--- src/design/bb_defs.svh ---
`ifndef BB_DEFS_SVH
`define BB_DEFS_SVH

// Complementary filter weights
`define BB_GYRO_SHIFT 4'd6     // Gyro rate to per-sample angle step
`define BB_ALPHA_SHIFT 4'd4    // Accel correction weight of 1/16

// PD controller gains as right shifts
`define BB_KP_SHIFT 4'd3
`define BB_KD_SHIFT 4'd2

// Servo and PWM
`define BB_DUTY_CENTER 8'd128  // Platform level
`define BB_PWM_PERIOD 1024     // Clocks per servo frame

// IR grid scan
`define BB_SCAN_DIV 64         // Clocks between grid samples
`define BB_SETPOINT_STEP 16'sd256  // Setpoint units per cell

`endif

--- src/design/bb_pkg.sv ---
package bb_pkg;

    // One decoded IMU frame with the first word on top
    typedef struct packed {
        logic signed [15:0] accel_x;
        logic signed [15:0] accel_y;
        logic signed [15:0] accel_z;   // Carried but not fused
        logic signed [15:0] gyro_x;
        logic signed [15:0] gyro_y;
    } imu_sample_t;

    // Fused platform angles
    typedef struct packed {
        logic signed [15:0] roll;      // Drives X axis
        logic signed [15:0] pitch;     // Drives Y axis
    } tilt_t;

    // Ball position on the 5x8 grid
    typedef struct packed {
        logic               detected;
        logic [2:0]         x;         // Column 0..4
        logic [2:0]         y;         // Row 0..7
        logic signed [15:0] setpoint_x;
        logic signed [15:0] setpoint_y;
    } ball_t;

    // Servo duties for both axes
    typedef struct packed {
        logic [7:0] duty_x;
        logic [7:0] duty_y;
    } duty_t;

endpackage

--- src/design/imu_frame_decoder.sv ---
`timescale 1ns/1ps

module imu_frame_decoder (
    input  logic                hz100,
    input  logic                arst_n,
    input  logic [79:0]         frame,        // Five big-endian words
    input  logic                frame_valid,  // One-cycle strobe
    output bb_pkg::imu_sample_t sample,
    output logic                sample_valid
);

    // Payload register loaded on each strobe
    always_ff @(posedge hz100) begin
        if (frame_valid) begin
            // Raw words are already two's complement
            sample.accel_x <= $signed(frame[79:64]);
            sample.accel_y <= $signed(frame[63:48]);
            sample.accel_z <= $signed(frame[47:32]);
            sample.gyro_x  <= $signed(frame[31:16]);
            sample.gyro_y  <= $signed(frame[15:0]);
        end
    end

    // Strobe follows capture by one clock
    always_ff @(posedge hz100 or negedge arst_n) begin
        if (!arst_n) begin
            sample_valid <= 1'b0;
        end else begin
            sample_valid <= frame_valid;  // Back-to-back frames keep it high
        end
    end

endmodule

--- src/design/ball_locator.sv ---
`timescale 1ns/1ps
`include "bb_defs.svh"

module ball_locator (
    input  logic          hz100,
    input  logic          arst_n,
    input  logic [39:0]   ir_rows,  // Bit 5y+x is cell (x, y)
    output bb_pkg::ball_t ball
);

    localparam int unsigned DIV_W = $clog2(`BB_SCAN_DIV);

    logic [DIV_W-1:0]   div_cnt;   // Free-running scan divider
    logic               scan_tick;
    logic               found;
    logic [2:0]         hit_x;
    logic [2:0]         hit_y;
    logic signed [15:0] cell_x;    // Offset from grid center
    logic signed [15:0] cell_y;

    assign scan_tick = (div_cnt == DIV_W'(`BB_SCAN_DIV - 1));
    assign found     = |ir_rows;

    always_ff @(posedge hz100 or negedge arst_n) begin
        if (!arst_n) begin
            div_cnt <= '0;
        end else if (scan_tick) begin
            div_cnt <= '0;
        end else begin
            div_cnt <= div_cnt + 1'b1;
        end
    end

    // Walk down from the top cell so the lowest set bit wins
    always_comb begin
        hit_x = 3'd0;
        hit_y = 3'd0;
        for (int y = 7; y >= 0; y--) begin
            for (int x = 4; x >= 0; x--) begin
                if (ir_rows[5*y+x]) begin
                    hit_x = 3'(x);
                    hit_y = 3'(y);
                end
            end
        end
        cell_x = {13'd0, hit_x} - 16'sd2;  // Center column is 2
        cell_y = {13'd0, hit_y} - 16'sd4;  // Center row is 4
    end

    always_ff @(posedge hz100 or negedge arst_n) begin
        if (!arst_n) begin
            ball <= '0;
        end else if (scan_tick) begin
            ball.detected <= found;
            if (found) begin  // Empty grid keeps last position
                ball.x          <= hit_x;
                ball.y          <= hit_y;
                ball.setpoint_x <= cell_x * `BB_SETPOINT_STEP;
                ball.setpoint_y <= cell_y * `BB_SETPOINT_STEP;
            end
        end
    end

endmodule

--- src/design/tilt_filter.sv ---
`timescale 1ns/1ps
`include "bb_defs.svh"

module tilt_filter (
    input  logic                hz100,
    input  logic                arst_n,
    input  bb_pkg::imu_sample_t sample,
    input  logic                sample_valid,
    output bb_pkg::tilt_t       tilt,
    output logic                angle_valid
);

    logic signed [15:0] roll_pred;   // Gyro-integrated guess
    logic signed [15:0] pitch_pred;
    logic signed [15:0] roll_err;    // Accel minus guess
    logic signed [15:0] pitch_err;
    logic signed [15:0] roll_next;
    logic signed [15:0] pitch_next;

    // Everything wraps in 16 bits
    always_comb begin
        roll_pred  = tilt.roll + (sample.gyro_x >>> `BB_GYRO_SHIFT);
        pitch_pred = tilt.pitch + (sample.gyro_y >>> `BB_GYRO_SHIFT);
        // Pull toward the accel reading
        roll_err   = sample.accel_y - roll_pred;
        pitch_err  = sample.accel_x - pitch_pred;
        roll_next  = roll_pred + (roll_err >>> `BB_ALPHA_SHIFT);
        pitch_next = pitch_pred + (pitch_err >>> `BB_ALPHA_SHIFT);
    end

    always_ff @(posedge hz100 or negedge arst_n) begin
        if (!arst_n) begin
            tilt        <= '0;   // Platform assumed level
            angle_valid <= 1'b0;
        end else begin
            angle_valid <= sample_valid;
            if (sample_valid) begin
                tilt.roll  <= roll_next;
                tilt.pitch <= pitch_next;
            end
        end
    end

endmodule

--- src/design/axis_pid.sv ---
`timescale 1ns/1ps
`include "bb_defs.svh"

module axis_pid (
    input  logic               hz100,
    input  logic               arst_n,
    input  logic               angle_valid,
    input  logic signed [15:0] tilt,
    input  logic signed [15:0] setpoint,
    output logic [7:0]         duty
);

    logic signed [16:0] err;       // Setpoint minus tilt without overflow
    logic signed [16:0] err_prev;
    logic signed [17:0] err_diff;
    logic signed [16:0] p_term;
    logic signed [17:0] d_term;
    logic signed [18:0] sum;       // Center plus both terms
    logic [7:0]         duty_next;

    always_comb begin
        err      = {setpoint[15], setpoint} - {tilt[15], tilt};
        err_diff = {err[16], err} - {err_prev[16], err_prev};
        p_term   = err >>> `BB_KP_SHIFT;
        d_term   = err_diff >>> `BB_KD_SHIFT;
        sum      = $signed({11'd0, `BB_DUTY_CENTER}) + p_term + d_term;
        // Saturate to servo range
        if (sum < 0) begin
            duty_next = 8'd0;
        end else if (sum > 19'sd255) begin
            duty_next = 8'd255;
        end else begin
            duty_next = sum[7:0];
        end
    end

    always_ff @(posedge hz100 or negedge arst_n) begin
        if (!arst_n) begin
            duty     <= `BB_DUTY_CENTER;
            err_prev <= '0;
        end else if (angle_valid) begin
            duty     <= duty_next;
            err_prev <= err;  // For next derivative
        end
    end

endmodule

--- src/design/servo_pwm.sv ---
`timescale 1ns/1ps
`include "bb_defs.svh"

module servo_pwm (
    input  logic       hz100,
    input  logic       arst_n,
    input  logic [7:0] duty,
    output logic       pwm
);

    localparam int unsigned PWM_W = $clog2(`BB_PWM_PERIOD);

    logic [PWM_W-1:0] cnt;      // Position within period
    logic [7:0]       duty_q;   // Duty held for whole period
    logic             wrap;

    assign wrap = (cnt == PWM_W'(`BB_PWM_PERIOD - 1));

    always_ff @(posedge hz100 or negedge arst_n) begin
        if (!arst_n) begin
            cnt    <= '0;
            duty_q <= `BB_DUTY_CENTER;
        end else if (wrap) begin
            cnt    <= '0;
            duty_q <= duty;  // Takes effect at count 0
        end else begin
            cnt <= cnt + 1'b1;
        end
    end

    // High for 4*duty clocks from period start
    assign pwm = (cnt[PWM_W-1:2] < duty_q);

endmodule

--- src/design/balance_top.sv ---
`timescale 1ns/1ps

module balance_top (
    input  logic          hz100,
    input  logic          arst_n,
    input  logic [79:0]   frame,
    input  logic          frame_valid,
    input  logic [39:0]   ir_rows,
    output bb_pkg::tilt_t tilt,
    output logic          angle_valid,
    output bb_pkg::ball_t ball,
    output bb_pkg::duty_t duty,
    output logic          pwm_x,
    output logic          pwm_y
);

    bb_pkg::imu_sample_t sample;
    logic                sample_valid;
    logic [7:0]          duty_x;
    logic [7:0]          duty_y;

    assign duty.duty_x = duty_x;
    assign duty.duty_y = duty_y;

    // Decode
    imu_frame_decoder u_decoder (
        .hz100(hz100), .arst_n(arst_n),
        .frame(frame), .frame_valid(frame_valid),
        .sample(sample), .sample_valid(sample_valid)
    );

    ball_locator u_locator (.hz100(hz100), .arst_n(arst_n), .ir_rows(ir_rows), .ball(ball));

    // Execute
    tilt_filter u_filter (
        .hz100(hz100), .arst_n(arst_n),
        .sample(sample), .sample_valid(sample_valid),
        .tilt(tilt), .angle_valid(angle_valid)
    );

    axis_pid pid_x (
        .hz100(hz100), .arst_n(arst_n), .angle_valid(angle_valid),
        .tilt(tilt.roll), .setpoint(ball.setpoint_x), .duty(duty_x)   // Roll on X
    );

    axis_pid pid_y (
        .hz100(hz100), .arst_n(arst_n), .angle_valid(angle_valid),
        .tilt(tilt.pitch), .setpoint(ball.setpoint_y), .duty(duty_y)  // Pitch on Y
    );

    // Result
    servo_pwm pwm_gen_x (.hz100(hz100), .arst_n(arst_n), .duty(duty_x), .pwm(pwm_x));
    servo_pwm pwm_gen_y (.hz100(hz100), .arst_n(arst_n), .duty(duty_y), .pwm(pwm_y));

endmodule

--- config.mk ---
export PLATFORM = sky130hd
export DESIGN_NAME = balance_top
export DESIGN_NICKNAME = d
export VERILOG_FILES = /design/src/design/bb_pkg.sv /design/src/design/imu_frame_decoder.sv /design/src/design/ball_locator.sv /design/src/design/tilt_filter.sv /design/src/design/axis_pid.sv /design/src/design/servo_pwm.sv /design/src/design/balance_top.sv
export VERILOG_INCLUDE_DIRS = /design/src /design/src/design
export SDC_FILE = /design/constraint.sdc
export NUM_CORES = 1
export LEC_CHECK = 0
export ABC_AREA = 1
export BUFFER_PORTS_ARGS = -buffer_cell sky130_fd_sc_hd__buf_2
export CAP_MARGIN = 20
export CORE_AREA = 2 2 205 207
export CTS_BUF_LIST = sky130_fd_sc_hd__clkbuf_4 sky130_fd_sc_hd__clkbuf_8
export DETAILED_ROUTE_END_ITERATION = 8
export DIE_AREA = 0 0 207 209
export PLACE_DENSITY = 0.66
export SLEW_MARGIN = 20
export SYNTH_ARGS = -nofsm -noshare
export SYNTH_HDL_FRONTEND = slang
export SYNTH_HIERARCHICAL = 1
export SYNTH_SLANG_ARGS = --single-unit
--- constraint.sdc ---
create_clock -name hz100 -period 5.85 [get_ports hz100]
set_input_delay 1.17 -clock hz100 [delete_from_list [all_inputs] [get_ports hz100]]
set_output_delay 1.17 -clock hz100 [all_outputs]
set_load 0.02 [all_outputs]
==> impl_metrics.py <==
metrics = {
    "min_path": {
        "hold_end": "u_locator/div_cnt[0]",
        "hold_depth": 1,
        "holdCritStartpoint": "u_locator/div_cnt[0]",
        "hold_class": "flop to flop",
    },
    "placement": {
        "dp_hpwl_um": 34700,
        "gp_congestion": 0.892,
        "place_ws_ns": 0.544,
        "port_buffers": 168,
    },
    "clock_network": {
        "cts_hold_buf": 0,
        "clk_latency_ns": 0.59,
        "cts_tree": "built",
        "cts_made_buffers": 17,
        "clock_sinks": 189,
        "htree_levels": 4,
        "clock_path_buffers": 2,
        "cts_root_buffer": "clkbuf_8",
        "cts.clk_slew.worst_paths_ns": 0.11,
    },
    "status": {
        "status": "finished, final reports clean",
    },
    "grt": {
        "grt_max_degree": 88,
        "grt_overflow": 0,
        "grt_pass1_vias": 15300,
        "grt_pass1_wl_um": 71500,
        "grt_usage_pct": 20.2,
        "antenna_found_initial": 3,
    },
    "critical_path": {
        "reg2reg_depth": 25,
        "r2r_slack_ns": 0.59,
        "arrival_ns": 5.73,
        "worstSetupPathType": "flop to flop",
        "path_max_fanout": 8,
        "worstPathRequired_ns": 6.32,
        "critPathLaunchType": "flop",
        "regToRegStartpoint": "u_filter/tilt[16]",
        "endpoint_kind": "flop",
        "r2r_end": "pid_x/duty[4]",
    },
    "timing": {
        "finalHoldViolations": 0,
        "skew_ns": 0.0225,
        "fin_tns_setup_ns": 0,
        "clock.fmax_mhz": 190,
        "drv_slew": 0,
        "worstMarginPinSlew_ns": 0.834,
        "layout_min_cycle_time_ns": 5.26,
        "setup_slack_ns": 0.590,
        "hold_ws_ns": 0.472,
        "setup_viol": 0,
        "rsz0062_at_grt": "false",
        "finalCritPeriodShare_pct": 89.9,
        "slew_headroom_pct": 44.4,
    },
    "floorplanning": {
        "core-area_mm2": 0.0413,
        "rows": 75,
        "die_h_um": 209,
        "pin_count": 213,
        "initial_utilization_pct": 44.3,
        "die_x_um": 207,
        "dieArea_mm2": 0.0433,
    },
    "detailed_routing": {
        "wl_met2_um": 19800,
        "wirelength_um": 42500,
        "viasPerCell": 4.90,
        "wl_per_cell_um": 13.2,
        "vias": 15800,
        "drt-initial-drc-count": 969,
        "drtPass1Iterations": 5,
        "wl_met3_um": 1360,
        "routed.top_layer": "met4",
        "met1_length_um": 20100,
        "drc_errors": 0,
        "postRouteAntennaNets": 0,
    },
    "cells_and_area": {
        "fillers": 4165,
        "multi_input_area_mm2": 0.0113,
        "area_growth_syn_to_layout_pct": 9.35,
        "drive_above_1_share_pct": 14.3,
        "register_area_mm2": 0.00499,
        "fin_nets": 3024,
    },
    "job": {
        "drv_cap": 0,
    },
    "synth": {
        "syn_area_per_cell_um2": 7.28,
        "synth_area_mm2": 0.0183,
        "synth_cells": 2509,
        "yosysWarnings": 6,
    },
}
[per-layer routing]
layer	track usage (%)	up-vias
li1	-	8359
met1	25.8	7181
met2	33.4	216
met3	3.64	60
met4	8.89	0
met5	0	-
[worst max-delay path: stages (launching register included)]
cell and delay (ns):
dfrtp_1 0.46, ha_1 0.26, fa_1 0.44, o31ai_2 0.38, xor2_1 0.26, inv_1 0.11
ha_1 0.35, a21oi_1 0.21, inv_1 0.06, a31oi_1 0.26, o21ai_1 0.19, nand3_1 0.11
nand2_1 0.09, xor2_1 0.16, ha_1 0.28, ha_1 0.38, a21oi_1 0.24, nand2_1 0.09
a21oi_2 0.14, nand2_1 0.08, a21oi_2 0.17, nand2_4 0.08, nor2_8 0.14, nand3_1 0.08
nand2_1 0.07, nand2_1 0.05
[placed cells by master (no fill, tap or decap), drive strengths merged, types with 52 or more instances in the layout]
master  count
nand2     708
inv       454
ha        222
nand3     179
buf       175
nor2      151
a21oi     136
dfrtp     133
o21ai     120
xor2       95
edfxtp     52
[flip-flops by register name (all words and copies together) (netlist names)]
register / count
u_decoder/sample: 52
u_filter/tilt: 32
pid_x/err_prev: 17
pid_y/err_prev: 17
u_locator/ball: 11
pwm_gen_x/cnt: 10
pwm_gen_y/cnt: 10
pid_x/duty: 8
pid_y/duty: 8
pwm_gen_x/duty_q: 8
pwm_gen_y/duty_q: 8
u_locator/div_cnt: 6
u_decoder/sample_valid: 1
u_filter/angle_valid: 1
[worst max path at each step]
stage | slack [ns] | cells after the start | endpoint | from
after floorplan | 1.18 | 30 | pid_x/duty[0] | u_filter/tilt[16]
final | 0.59 | 25 | pid_x/duty[4] | u_filter/tilt[16]
after global placement | 0.61 | 25 | pid_x/duty[1] | u_filter/tilt[16]
after CTS | 0.48 | 25 | pid_x/duty[4] | u_filter/tilt[16]
after global routing | 0.05 | 29 | pid_y/duty[5] | u_filter/tilt[0]
after detailed placement | 0.54 | 25 | pid_x/duty[3] | u_filter/tilt[16]
[metrics by stage]
stage	instance area, um2	std cells	utilization [%]
2_1_floorplan	18300	2524	-
3_3_place_gp	19500	3190	47.3
3_5_place_dp	19600	3191	47.4
4_1_cts	20000	3223	48.4
5_1_grt	20000	3226	48.4
6_report	20000	3227	48.4
[layout make-up]
cell class | instances | share of cell area [%]
flip-flops and latches | 189 | 25.0
clock inverters | 14 | 0.758
diodes | 4 | 0.0501
well taps | 539 | 3.38
multi-input cells | 1837 | 56.5
inverters | 451 | 8.54
repair buffers | 175 | 4.60
clock buffers | 18 | 1.21
[repair_timing]
item | CTS | global route
setup endpoints to repair | 0 | 6
resized for setup | 0 | 1
setup buffers | 0 | 0
endpoints found under the hold margin | 0 | 0
Power is not shown: default switching activity piles up to over one toggle a cycle in this logic, so the estimate is an artifact.
